### src/rtl/dp_consts.svh
// Shared constants for the DisplayPort control plane
// DP_LOCK_CNT_W is shortened for simulation, use 16 on hardware
// Wishbone addresses are word addresses on an 8-bit data bus
`ifndef DP_CONSTS_SVH
`define DP_CONSTS_SVH

// Lock qualification counter, release after 2**(W-1) locked cycles
`define DP_LOCK_CNT_W 8

// Video path widths
`define DP_PIX_W 24
`define DP_LINE_CNT_W 12

// Reconfiguration register map
`define DP_WB_ADR_W 2
`define DP_ADDR_PORT 2'd0
`define DP_ADDR_RATE 2'd1
`define DP_ADDR_START 2'd2
`define DP_ADDR_STATUS 2'd3

// Busy period of the transceiver model after a start write
`define DP_RECONF_CYCLES 20

`endif

### src/rtl/dp_pkg.sv
// Types shared by the RTL and the testbench
// Link rate code 3 is reserved; the type does not name it
`default_nettype none

package dp_pkg;

	// ****************************************
	// Link rates
	// ****************************************

	// DisplayPort main link rates as coded on the rate request ports
	// RBR  1.62 Gbps per lane
	// HBR  2.70 Gbps per lane
	// HBR2 5.40 Gbps per lane
	typedef enum logic [1:0]
	{
		RBR  = 2'd0,
		HBR  = 2'd1,
		HBR2 = 2'd2
	} link_rate_t;

	// ****************************************
	// Port selection
	// ****************************************

	// Which side of the link a reconfiguration targets
	// Also the value written to the port register
	typedef enum logic
	{
		RX = 1'b0,
		TX = 1'b1
	} port_id_t;

endpackage

`default_nettype wire

### src/rtl/wb_if.sv
// Wishbone classic bus, single master and single slave
// No wait states beyond the slave's registered ack, no bursts
`timescale 1ns/10ps
`default_nettype none
`include "dp_consts.svh"

interface wb_if;

	// Cycle framing
	logic cyc;
	logic stb;
	logic we;

	// Address and data
	logic [`DP_WB_ADR_W-1:0] adr;
	logic [7:0] dat_w;
	logic [7:0] dat_r;

	// Transfer done, one cycle per access
	logic ack;

	// Reconfiguration manager side
	modport master (output cyc, stb, we, adr, dat_w, input dat_r, ack);

	// Register block side
	modport slave (input cyc, stb, we, adr, dat_w, output dat_r, ack);

endinterface

`default_nettype wire

### src/rtl/lock_reset_seq.sv
// Releases the system reset once both PLLs have held lock long enough
// Lock inputs are assumed synchronous to clk
// pll_unstable is cleared only by the top-level reset
`timescale 1ns/10ps
`default_nettype none
`include "dp_consts.svh"

module lock_reset_seq (
	input  wire  clk,
	input  wire  reset,
	input  wire  video_pll_locked,
	input  wire  xcvr_pll_locked,
	output logic sys_ready,
	output logic pll_unstable
);

	// Consecutive cycles with both PLLs locked
	logic [`DP_LOCK_CNT_W-1:0] lock_cnt;
	logic both_locked;

	assign both_locked = video_pll_locked & xcvr_pll_locked;

	// ****************************************
	// Lock qualification counter
	// ****************************************

	always_ff @(posedge clk or posedge reset)
	begin
		if (reset)
			lock_cnt <= '0;
		// Any unlocked sample restarts qualification
		else if (!both_locked)
			lock_cnt <= '0;
		// Stop counting once the top bit is set
		else if (!lock_cnt[`DP_LOCK_CNT_W-1])
			lock_cnt <= lock_cnt + 1'b1;
	end

	// Top bit doubles as the release flag
	assign sys_ready = lock_cnt[`DP_LOCK_CNT_W-1];

	// Sticky lock loss, only counted after release
	always_ff @(posedge clk or posedge reset)
	begin
		if (reset)
			pll_unstable <= 1'b0;
		else if (sys_ready && !both_locked)
			pll_unstable <= 1'b1;
	end

	// Release is only withdrawn after a lost lock
	assert property (@(posedge clk) disable iff (reset)
		$fell(sys_ready) |-> !$past(both_locked))
		else $error("sys_ready fell with both PLLs locked");

endmodule

`default_nettype wire

### src/rtl/reconfig_mgr.sv
// Turns rx and tx link rate requests into Wishbone register sequences
// Receive wins when both ports request in the same cycle
// Reserved rate code 3 is acked without any bus traffic
`timescale 1ns/10ps
`default_nettype none
`include "dp_consts.svh"

module reconfig_mgr (
	input  wire                 clk,
	input  wire                 reset,
	input  wire                 rx_req,
	input  wire dp_pkg::link_rate_t rx_rate,
	output logic                rx_ack,
	output logic                rx_busy,
	input  wire                 tx_req,
	input  wire dp_pkg::link_rate_t tx_rate,
	output logic                tx_ack,
	output logic                tx_busy,
	wb_if.master                wb
);

	typedef enum logic [2:0]
	{
		ST_IDLE,
		ST_SKIP,
		ST_WR_PORT,
		ST_WR_RATE,
		ST_WR_START,
		ST_POLL
	} state_t;

	state_t state;

	// Request being served
	dp_pkg::port_id_t   sel_port;
	dp_pkg::link_rate_t sel_rate;

	function automatic logic rate_valid(input dp_pkg::link_rate_t rate);
		rate_valid = (rate != dp_pkg::link_rate_t'(2'b11));
	endfunction

	// ****************************************
	// Bus address and data per state
	// ****************************************

	// Held stable by the state while stb waits for ack
	always_comb
	begin
		wb.we    = 1'b1;
		wb.adr   = `DP_ADDR_STATUS;
		wb.dat_w = 8'h00;
		case (state)
			ST_WR_PORT:
			begin
				wb.adr   = `DP_ADDR_PORT;
				wb.dat_w = {7'b0, sel_port};
			end
			ST_WR_RATE:
			begin
				wb.adr   = `DP_ADDR_RATE;
				wb.dat_w = {6'b0, sel_rate};
			end
			ST_WR_START:
			begin
				wb.adr   = `DP_ADDR_START;
				wb.dat_w = 8'h01;
			end
			default:
				wb.we = 1'b0;
		endcase
	end

	// Latch the winner, receive first
	always_ff @(posedge clk)
	begin
		if (state == ST_IDLE)
		begin
			if (rx_req)
			begin
				sel_port <= dp_pkg::RX;
				sel_rate <= rx_rate;
			end
			else
			begin
				sel_port <= dp_pkg::TX;
				sel_rate <= tx_rate;
			end
		end
	end

	// ****************************************
	// Sequencer
	// ****************************************

	always_ff @(posedge clk or posedge reset)
	begin
		if (reset)
		begin
			state   <= ST_IDLE;
			wb.cyc  <= 1'b0;
			wb.stb  <= 1'b0;
			rx_ack  <= 1'b0;
			rx_busy <= 1'b0;
			tx_ack  <= 1'b0;
			tx_busy <= 1'b0;
		end
		else
		begin
			// Acks are single-cycle pulses
			rx_ack <= 1'b0;
			tx_ack <= 1'b0;
			case (state)
				ST_IDLE:
				begin
					if (rx_req)
					begin
						rx_ack  <= 1'b1;
						rx_busy <= 1'b1;
						state   <= rate_valid(rx_rate) ? ST_WR_PORT : ST_SKIP;
					end
					else if (tx_req)
					begin
						tx_ack  <= 1'b1;
						tx_busy <= 1'b1;
						state   <= rate_valid(tx_rate) ? ST_WR_PORT : ST_SKIP;
					end
				end
				// Reserved rate, end right after the ack cycle
				ST_SKIP:
				begin
					rx_busy <= 1'b0;
					tx_busy <= 1'b0;
					state   <= ST_IDLE;
				end
				default:
				begin
					// Start an access, one idle cycle follows every ack
					if (!wb.stb)
					begin
						wb.cyc <= 1'b1;
						wb.stb <= 1'b1;
					end
					else if (wb.ack)
					begin
						wb.cyc <= 1'b0;
						wb.stb <= 1'b0;
						case (state)
							ST_WR_PORT:  state <= ST_WR_RATE;
							ST_WR_RATE:  state <= ST_WR_START;
							ST_WR_START: state <= ST_POLL;
							default:
							begin
								// Keep polling until the busy bit clears
								if (!wb.dat_r[0])
								begin
									rx_busy <= 1'b0;
									tx_busy <= 1'b0;
									state   <= ST_IDLE;
								end
							end
						endcase
					end
				end
			endcase
		end
	end

	assert property (@(posedge clk) disable iff (reset) rx_ack |=> !rx_ack)
		else $error("rx_ack longer than one cycle");
	assert property (@(posedge clk) disable iff (reset) tx_ack |=> !tx_ack)
		else $error("tx_ack longer than one cycle");
	assert property (@(posedge clk) disable iff (reset) wb.stb |-> wb.cyc)
		else $error("stb without cyc");

endmodule

`default_nettype wire

### src/rtl/xcvr_reconfig_regs.sv
// Register model of the transceiver reconfiguration block
// Status bit 0 stays set for DP_RECONF_CYCLES cycles after a start write
// Rate validity is not checked here
`timescale 1ns/10ps
`default_nettype none
`include "dp_consts.svh"

module xcvr_reconfig_regs (
	input  wire                clk,
	input  wire                reset,
	wb_if.slave                wb,
	output dp_pkg::link_rate_t rx_rate_active,
	output dp_pkg::link_rate_t tx_rate_active
);

	localparam int CNT_W = $clog2(`DP_RECONF_CYCLES + 1);

	// Programmed target and rate
	dp_pkg::port_id_t   port_sel;
	dp_pkg::link_rate_t rate_sel;

	// Remaining busy cycles
	logic [CNT_W-1:0] busy_cnt;
	logic busy;

	// New access, blocked during ack so one strobe gives one ack
	logic access;
	logic wr;

	assign access = wb.cyc & wb.stb & ~wb.ack;
	assign wr     = access & wb.we;
	assign busy   = (busy_cnt != '0);

	// ****************************************
	// Register writes and busy timer
	// ****************************************

	always_ff @(posedge clk or posedge reset)
	begin
		if (reset)
		begin
			wb.ack         <= 1'b0;
			port_sel       <= dp_pkg::RX;
			rate_sel       <= dp_pkg::RBR;
			rx_rate_active <= dp_pkg::RBR;
			tx_rate_active <= dp_pkg::RBR;
			busy_cnt       <= '0;
		end
		else
		begin
			wb.ack <= access;
			if (wr && wb.adr == `DP_ADDR_PORT)
				port_sel <= dp_pkg::port_id_t'(wb.dat_w[0]);
			if (wr && wb.adr == `DP_ADDR_RATE)
				rate_sel <= dp_pkg::link_rate_t'(wb.dat_w[1:0]);
			// Start commits the stored rate to the chosen port
			if (wr && wb.adr == `DP_ADDR_START && wb.dat_w[0])
			begin
				busy_cnt <= CNT_W'(`DP_RECONF_CYCLES);
				if (port_sel == dp_pkg::RX)
					rx_rate_active <= rate_sel;
				else
					tx_rate_active <= rate_sel;
			end
			else if (busy)
				busy_cnt <= busy_cnt - 1'b1;
		end
	end

	// Read data, valid with ack
	always_ff @(posedge clk)
	begin
		if (access)
		begin
			case (wb.adr)
				`DP_ADDR_PORT:   wb.dat_r <= {7'b0, port_sel};
				`DP_ADDR_RATE:   wb.dat_r <= {6'b0, rate_sel};
				`DP_ADDR_STATUS: wb.dat_r <= {7'b0, busy};
				default:         wb.dat_r <= 8'h00;
			endcase
		end
	end

	assert property (@(posedge clk) disable iff (reset) wb.ack |=> !wb.ack)
		else $error("ack high two cycles in a row");

endmodule

`default_nettype wire

### src/rtl/video_sync_gen.sv
// Sync generation from the sink's end-of-line and end-of-frame markers
// Markers are single-cycle pulses; eof comes with the last line's eol
`timescale 1ns/10ps
`default_nettype none
`include "dp_consts.svh"

module video_sync_gen (
	input  wire                          clk,
	input  wire                          reset,
	input  wire                          vid_valid,
	input  wire                          vid_eol,
	input  wire                          vid_eof,
	input  wire                          vid_locked,
	input  wire  [`DP_PIX_W-1:0]         vid_data,
	output logic                         out_de,
	output logic                         out_hsync,
	output logic                         out_vsync,
	output logic                         out_locked,
	output logic [`DP_PIX_W-1:0]         out_data,
	output logic [`DP_LINE_CNT_W-1:0]    frame_lines
);

	// Lines seen so far in the current frame
	logic [`DP_LINE_CNT_W-1:0] line_cnt;
	logic [`DP_LINE_CNT_W-1:0] line_cnt_nxt;

	// Count includes an eol arriving with eof
	assign line_cnt_nxt = line_cnt + {{(`DP_LINE_CNT_W-1){1'b0}}, vid_eol};

	always_ff @(posedge clk or posedge reset)
	begin
		if (reset)
		begin
			out_de      <= 1'b0;
			out_hsync   <= 1'b0;
			out_vsync   <= 1'b0;
			out_locked  <= 1'b0;
			line_cnt    <= '0;
			frame_lines <= '0;
		end
		else
		begin
			// eol drives h sync, eof drives v sync
			out_de     <= vid_valid;
			out_hsync  <= vid_eol;
			out_vsync  <= vid_eof;
			out_locked <= vid_locked;
			if (vid_eof)
			begin
				frame_lines <= line_cnt_nxt;
				line_cnt    <= '0;
			end
			else
				line_cnt <= line_cnt_nxt;
		end
	end

	// Pixel data, same latency as the syncs
	always_ff @(posedge clk)
		out_data <= vid_data;

endmodule

`default_nettype wire

### src/rtl/dp_link_ctrl.sv
// Control plane top level for the DisplayPort demo
// Everything runs on clk, including the video path
// Reconfiguration logic stays in reset until both PLLs are qualified
`timescale 1ns/10ps
`default_nettype none
`include "dp_consts.svh"

module dp_link_ctrl (
	input  wire                          clk,
	input  wire                          reset,
	// PLL status
	input  wire                          video_pll_locked,
	input  wire                          xcvr_pll_locked,
	output logic                         sys_ready,
	output logic                         pll_unstable,
	// Receive rate request
	input  wire                          rx_reconfig_req,
	input  wire dp_pkg::link_rate_t      rx_link_rate,
	output logic                         rx_reconfig_ack,
	output logic                         rx_reconfig_busy,
	// Transmit rate request
	input  wire                          tx_reconfig_req,
	input  wire dp_pkg::link_rate_t      tx_link_rate,
	output logic                         tx_reconfig_ack,
	output logic                         tx_reconfig_busy,
	// Rates currently applied
	output dp_pkg::link_rate_t           rx_rate_active,
	output dp_pkg::link_rate_t           tx_rate_active,
	// Video from the sink
	input  wire                          vid_valid,
	input  wire                          vid_eol,
	input  wire                          vid_eof,
	input  wire                          vid_locked,
	input  wire  [`DP_PIX_W-1:0]         vid_data,
	// Video with syncs
	output logic                         out_de,
	output logic                         out_hsync,
	output logic                         out_vsync,
	output logic                         out_locked,
	output logic [`DP_PIX_W-1:0]         out_data,
	output logic [`DP_LINE_CNT_W-1:0]    frame_lines
);

	// Held in reset until the PLLs are qualified
	logic ctrl_reset;

	wb_if wb_bus ();

	assign ctrl_reset = reset | ~sys_ready;

	// ****************************************
	// Block instances
	// ****************************************

	lock_reset_seq u_lock_seq (
		.clk              (clk),
		.reset            (reset),
		.video_pll_locked (video_pll_locked),
		.xcvr_pll_locked  (xcvr_pll_locked),
		.sys_ready        (sys_ready),
		.pll_unstable     (pll_unstable)
	);

	reconfig_mgr u_mgr (
		.clk     (clk),
		.reset   (ctrl_reset),
		.rx_req  (rx_reconfig_req),
		.rx_rate (rx_link_rate),
		.rx_ack  (rx_reconfig_ack),
		.rx_busy (rx_reconfig_busy),
		.tx_req  (tx_reconfig_req),
		.tx_rate (tx_link_rate),
		.tx_ack  (tx_reconfig_ack),
		.tx_busy (tx_reconfig_busy),
		.wb      (wb_bus.master)
	);

	xcvr_reconfig_regs u_regs (
		.clk            (clk),
		.reset          (ctrl_reset),
		.wb             (wb_bus.slave),
		.rx_rate_active (rx_rate_active),
		.tx_rate_active (tx_rate_active)
	);

	video_sync_gen u_sync (
		.clk         (clk),
		.reset       (reset),
		.vid_valid   (vid_valid),
		.vid_eol     (vid_eol),
		.vid_eof     (vid_eof),
		.vid_locked  (vid_locked),
		.vid_data    (vid_data),
		.out_de      (out_de),
		.out_hsync   (out_hsync),
		.out_vsync   (out_vsync),
		.out_locked  (out_locked),
		.out_data    (out_data),
		.frame_lines (frame_lines)
	);

endmodule

`default_nettype wire

### config.mk
export PLATFORM = sky130hd
export DESIGN_NAME = dp_link_ctrl
export DESIGN_NICKNAME = d
export VERILOG_FILES = /design/src/rtl/dp_pkg.sv /design/src/rtl/wb_if.sv /design/src/rtl/lock_reset_seq.sv /design/src/rtl/reconfig_mgr.sv /design/src/rtl/xcvr_reconfig_regs.sv /design/src/rtl/video_sync_gen.sv /design/src/rtl/dp_link_ctrl.sv
export VERILOG_INCLUDE_DIRS = /design/src /design/src/rtl
export SDC_FILE = /design/constraint.sdc
export NUM_CORES = 1
export LEC_CHECK = 0
export ABC_CLOCK_PERIOD_IN_PS = 1100
export BUFFER_PORTS_ARGS = -buffer_cell sky130_fd_sc_hd__buf_4
export CAP_MARGIN = 40
export CORE_MARGIN = 1.5
export CORE_UTILIZATION = 35
export CTS_CLUSTER_SIZE = 24
export DETAILED_ROUTE_END_ITERATION = 8
export REMOVE_ABC_BUFFERS = 1
export SLEW_MARGIN = 5
export SYNTH_ARGS = -nofsm -noshare
export SYNTH_HDL_FRONTEND = slang
export SYNTH_HIERARCHICAL = 1
export SYNTH_SLANG_ARGS = --single-unit
export TNS_END_PERCENT = 1
### constraint.sdc
create_clock -name clk -period 1.1 [get_ports clk]
set_input_delay 0.11 -clock clk [delete_from_list [all_inputs] [get_ports clk]]
set_output_delay 0.11 -clock clk [all_outputs]
set_load 0.03 [all_outputs]
=== Yosys cells after proc, flatten, opt, wreduce, memory -nomap -nowiden ===
Cells that the tools add are included.

* Register bits: 87
* Bits of input ports: 38

* Add/sub/neg operators: 3
* Equal/unequal tests: 18
* Multiplexer cells: 38
* Bitwise operators: 9
* Reduce and logical (&&, ||, !) cells: 20

{| class="wikitable"
|+ Operator list
! cell !! count
|-
| two-way mux 1 bit || 18
|-
| two-way mux 8 bit || 2
|-
| two-way mux 3 bit || 5
|-
| adder 12 x 1 -> 12 bit || 1
|-
| two-way mux 12 bit || 1
|-
| inequality test 2 bit (second input constant) || 6
|-
| one-hot mux 2 bit (3 select lines) || 2
|-
| two-way mux 5 bit || 2
|-
| one-hot mux 3 bit (3 select lines) || 1
|-
| adder 8 x 1 -> 8 bit (second input constant) || 1
|-
| == test 3 x 2 -> 1 bit (second input constant) || 2
|-
| two-way mux 2 bit || 3
|-
| inequality test 3 bit (second input constant) || 2
|-
| inequality test 6 bit (second input constant) || 1
|-
| one-hot mux 3 bit (2 select lines) || 1
|-
| AND reduction 2 bit || 3
|-
| AND reduction 6 bit || 1
|-
| nonzero test 3 bit || 2
|-
| logical AND 1 bit || 5
|-
| AND reduction 5 bit || 1
|-
| nonzero test 5 bit || 1
|-
| subtractor 5 x 1 -> 5 bit (second input constant) || 1
|-
| bitwise AND 1 bit || 4
|-
| == test 2 bit (second input constant) || 2
|-
| 16 further kinds || 20
|}

=== Longest topological paths before layout ===
* Depth in word-level cells: 7
* Depth in mapped cells: 7

=== Cells and area by module ===
Netlist, hierarchy kept.

{| class="wikitable"
|+ By module, submodules not included
! module !! times used !! cells an instance !! area each (um^2) !! seq. area each (um^2)
|-
| video_sync_gen || 1 || 120 || 1,592.8 || 1,181.1
|-
| xcvr_reconfig_regs || 1 || 63 || 747.0 || 385.4
|-
| reconfig_mgr || 1 || 72 || 690.7 || 315.3
|-
| lock_reset_seq || 1 || 38 || 409.1 || 225.2
|-
| dp_link_ctrl || 1 || 1 || 6.3 || 0.0
|}

=== Worst setup path before layout ===
Ideal clock, no wire load.

* Path type: register to register
* Start point: register u_mgr.state[1]
* End point: register u_regs.rx_rate_active[0]
* Library setup time: 0.125 ns
* Arrival time: 1.600 ns
* Slack: -0.625 ns
* Cell stages (with the launch flop): 7
* Buffers on the path: 1
* Path through: dfrtp_1 > buf_4 > nand2b_1 > a21o_1 > and3b_1 > nand3b_1 > mux2_2

* Elaborated cells on any way between the ends: 12
* Those cells by class: 4 x eq/ne; 3 x mux; 1 x bitwise; 4 x reduce/logical

{| class="wikitable"
|+ RTL lines
! element !! RTL line !! source
|-
| start: declaration || reconfig_mgr.sv:32 || <nowiki>state_t state;</nowiki>
|-
| start signal: assignment || reconfig_mgr.sv:119 || <nowiki>state <= rate_valid(rx_rate) ? ST_WR_PORT : ST_SKIP;</nowiki>
|-
| start signal: assignment || reconfig_mgr.sv:125 || <nowiki>state <= rate_valid(tx_rate) ? ST_WR_PORT : ST_SKIP;</nowiki>
|-
| == test 3 bit / == test 3 x 2 -> 1 bit (equally long branches) || reconfig_mgr.sv:52 || <nowiki>case (state)</nowiki>
|-
| one-hot mux 2 bit (3 select lines) (*) || reconfig_mgr.sv:52 ||
|-
| net wb_bus.adr[1] || wb_if.sv:15 || <nowiki>logic [`DP_WB_ADR_W-1:0] adr;</nowiki>
|-
| == test 2 bit (no line) (*) || -- ||
|-
| logical AND 1 bit (no line) (*) || -- ||
|-
| logical AND 1 bit (*) || xcvr_reconfig_regs.sv:57 || <nowiki>if (wr && wb.adr == `DP_ADDR_START && wb.dat_w[0])</nowiki>
|-
| AND reduction 2 bit (no line) (*) || -- ||
|-
| end signal: assignment || xcvr_reconfig_regs.sv:45 || <nowiki>rx_rate_active <= dp_pkg::RBR;</nowiki>
|-
| end signal: assignment || xcvr_reconfig_regs.sv:61 || <nowiki>rx_rate_active <= rate_sel;</nowiki>
|-
| end: declaration || xcvr_reconfig_regs.sv:12 || <nowiki>output dp_pkg::link_rate_t rx_rate_active,</nowiki>
|}

Mark *: on every way through the listed nets, which the timed path passes. The rest lies on a longest branch.
A chain may end at the register's enable or synchronous reset.

=== Worst setup path after layout ===
Ends and elaborated chain as after synthesis.

==> flow_summary.ini <==
[sta]
setup_viol = 50
fin_ws_ns = -0.5471
period_share_pct = 149.7
rsz0062_at_grt = true
hold_viol_final = 0
fin_skew_ns = 0.01569
fin_crit_ns = 1.647
slew_headroom_pct = 73.07
fmax_mhz = 607.1
drv_slew = 0
worst_pin_slew_ns = 0.4035

[global_routing]
overflow = 0
grt_pass1_wl_um = 12960
grt_pass1_vias = 2785
antenna_found_initial = 0
grt.total_usage_pct = 16.44
grt_max_degree = 29

[layout]
finalNetCount = 491
layout_common_cells = buf_4 (123), dfrtp_1 (57), dlygate4sd3_1 (29), nor2_1 (27), dfxtp_1 (24)
final_common_cell = buf_4
finish.utilization_pct = 56.38
synthToLayoutAreaGrowth_pct = 56.67
antenna_cells = 0
drive_gt1_share_pct = 45.15
n_fill_cell = 769

[clock_tree]
htree_levels = 3
cts-root-to-sink-buffers = 2
cts_made_buffers = 9
cts.sinks = 87
insertion_delay_ns = 0.37
root_buffer = clkbuf_8
clk_pin_slew_ns = 0.09
cts_tree = done

[floorplanning]
die_area_sq_um = 10050
rows = 35
die_h_um = 100.2
ios = 88
core-area_sq_um = 9196
start_util_pct = 35.99
die_w_um = 100.2

[setup_path]
crit_chain = buf_4 -> nand2b_4 -> a21o_1 -> and3b_2 -> nand3b_1 -> mux2_2
path_delay_family = simple AND/OR/NAND/NOR gates
path_buf_inv = 1
cp.arrival_ns = 1.90
end_kind = register
start_kind = register
path_class = reg2reg
cpPeakStageDelay_ns = 0.41
worstPathRequired_ns = 1.35
cp_max_fo = 5
slowest_stage = dfrtp_1

[route]
num_vias = 2694
wl_per_cell_um = 13.66
finalWirelength_um = 7718
viasPerCell = 4.768
drt_iter0_drc = 62
drc_errors = 0
drtPass1Iterations = 4
antenna_left = 0

[power_and_ir_drop]
peakVddDrop_v = 0.001479
cellPowerDensity_nw_per_um2 = 1849
leakagePower_nw = 2.416
power.total_w = 0.009589

[yosys]
synth_warnings = 6
syn_inst = 278
synth_area_sq_um = 3309
avgSynthCellArea_sq_um = 11.90

[placement]
place_congestion = 0.7567
dp_hpwl_um = 5296
portBuffers = 87

[job]
max-cap-violations = 0

[hold_path]
hp-class = in2reg

[status]
violations = negative setup slack
outcome = complete, but fails checks
## repair_timing
| action | 4_1_cts | 5_1_grt |
|---|---|---|
| pin swaps | 18 | 6 |
| hold buffers | 29 | 0 |
| endpoints found under the hold margin | 92 | 0 |
| gates resized for setup | 28 | 29 |
| endpoints found under the setup margin | 47 | 59 |
| setup buffers | 5 | 0 |
## metrics by stage
step	setup slack (ns)	std cells	TNS (ns)	hold WS, ns	area [sq um]
floorplan	-0.6547	270	-12.80	-0.06208	3263
global placement	-0.5342	515	-14.12	0.1123	4420
detailed placement	-0.5949	515	-15.89	0.1139	4420
CTS	-0.5207	565	-14.78	0.01973	5084
global route	-0.6193	565	-17.50	0.05619	5185
finish	-0.5471	565	-14.24	0.05302	5185
## worst paths after layout
path                                         startpoint                       end  slack, ns  cells after the start
worst min register to register  u_lock_seq/pll_unstable   u_lock_seq/pll_unstable       0.47                      1
worst max register to register           u_mgr/state[1]  u_regs/rx_rate_active[0]      -0.55                      6
worst max-delay path                     u_mgr/state[1]  u_regs/rx_rate_active[0]      -0.55                      6
min in group asynchronous                         reset   u_lock_seq/pll_unstable       0.29                      3
worst min-delay path                    rx_reconfig_req              u_mgr/rx_ack       0.05                      3
max in group asynchronous        u_lock_seq/lock_cnt[7]            u_mgr/state[0]       0.29                      3
## layout make-up
type	instances	area (sq um)	share of cell area (%)
clock buffers	10	137.6	2.654
repair buffers	168	1403	27.05
flip-flops and latches	87	2079	40.11
clock inverters	6	57.56	1.110
inverters	10	40.04	0.7722
well taps	111	138.9	2.679
multi-input cells	173	1329	25.63
## tightest hold or removal path, stage by stage
cell and delay [ns]:
buf_4 0.14, inv_1 0.08, nor2_1 0.05
## power breakdown
part / total, W / leakage (nW) / internal, W / switching [W]
sequential: 0.00407 / 1.02 / 0.00372 / 0.000351
combinational: 0.00331 / 1.30 / 0.00177 / 0.00154
clock: 0.00221 / 0.102 / 0.000947 / 0.00126
## sequential cells by signal (all words and copies together), names as in the netlist, 2 cells and up
register	flops
u_lock_seq/lock_cnt	8
u_mgr/sel_rate	2
u_mgr/state	3
u_regs/busy_cnt	5
u_regs/rate_sel	2
u_regs/rx_rate_active	2
u_regs/tx_rate_active	2
u_sync/frame_lines	12
u_sync/line_cnt	12
u_sync/out_data	24
## layer usage
layer	GRT usage (%)	part of all wire, %	wire length [um]
met3	6.546	7.0	542
met5	0	0	0
met4	4.225	1.0	79
met1	19.84	42	3278
met2	27.47	49	3818
Power figures use the tool's default switching activity.
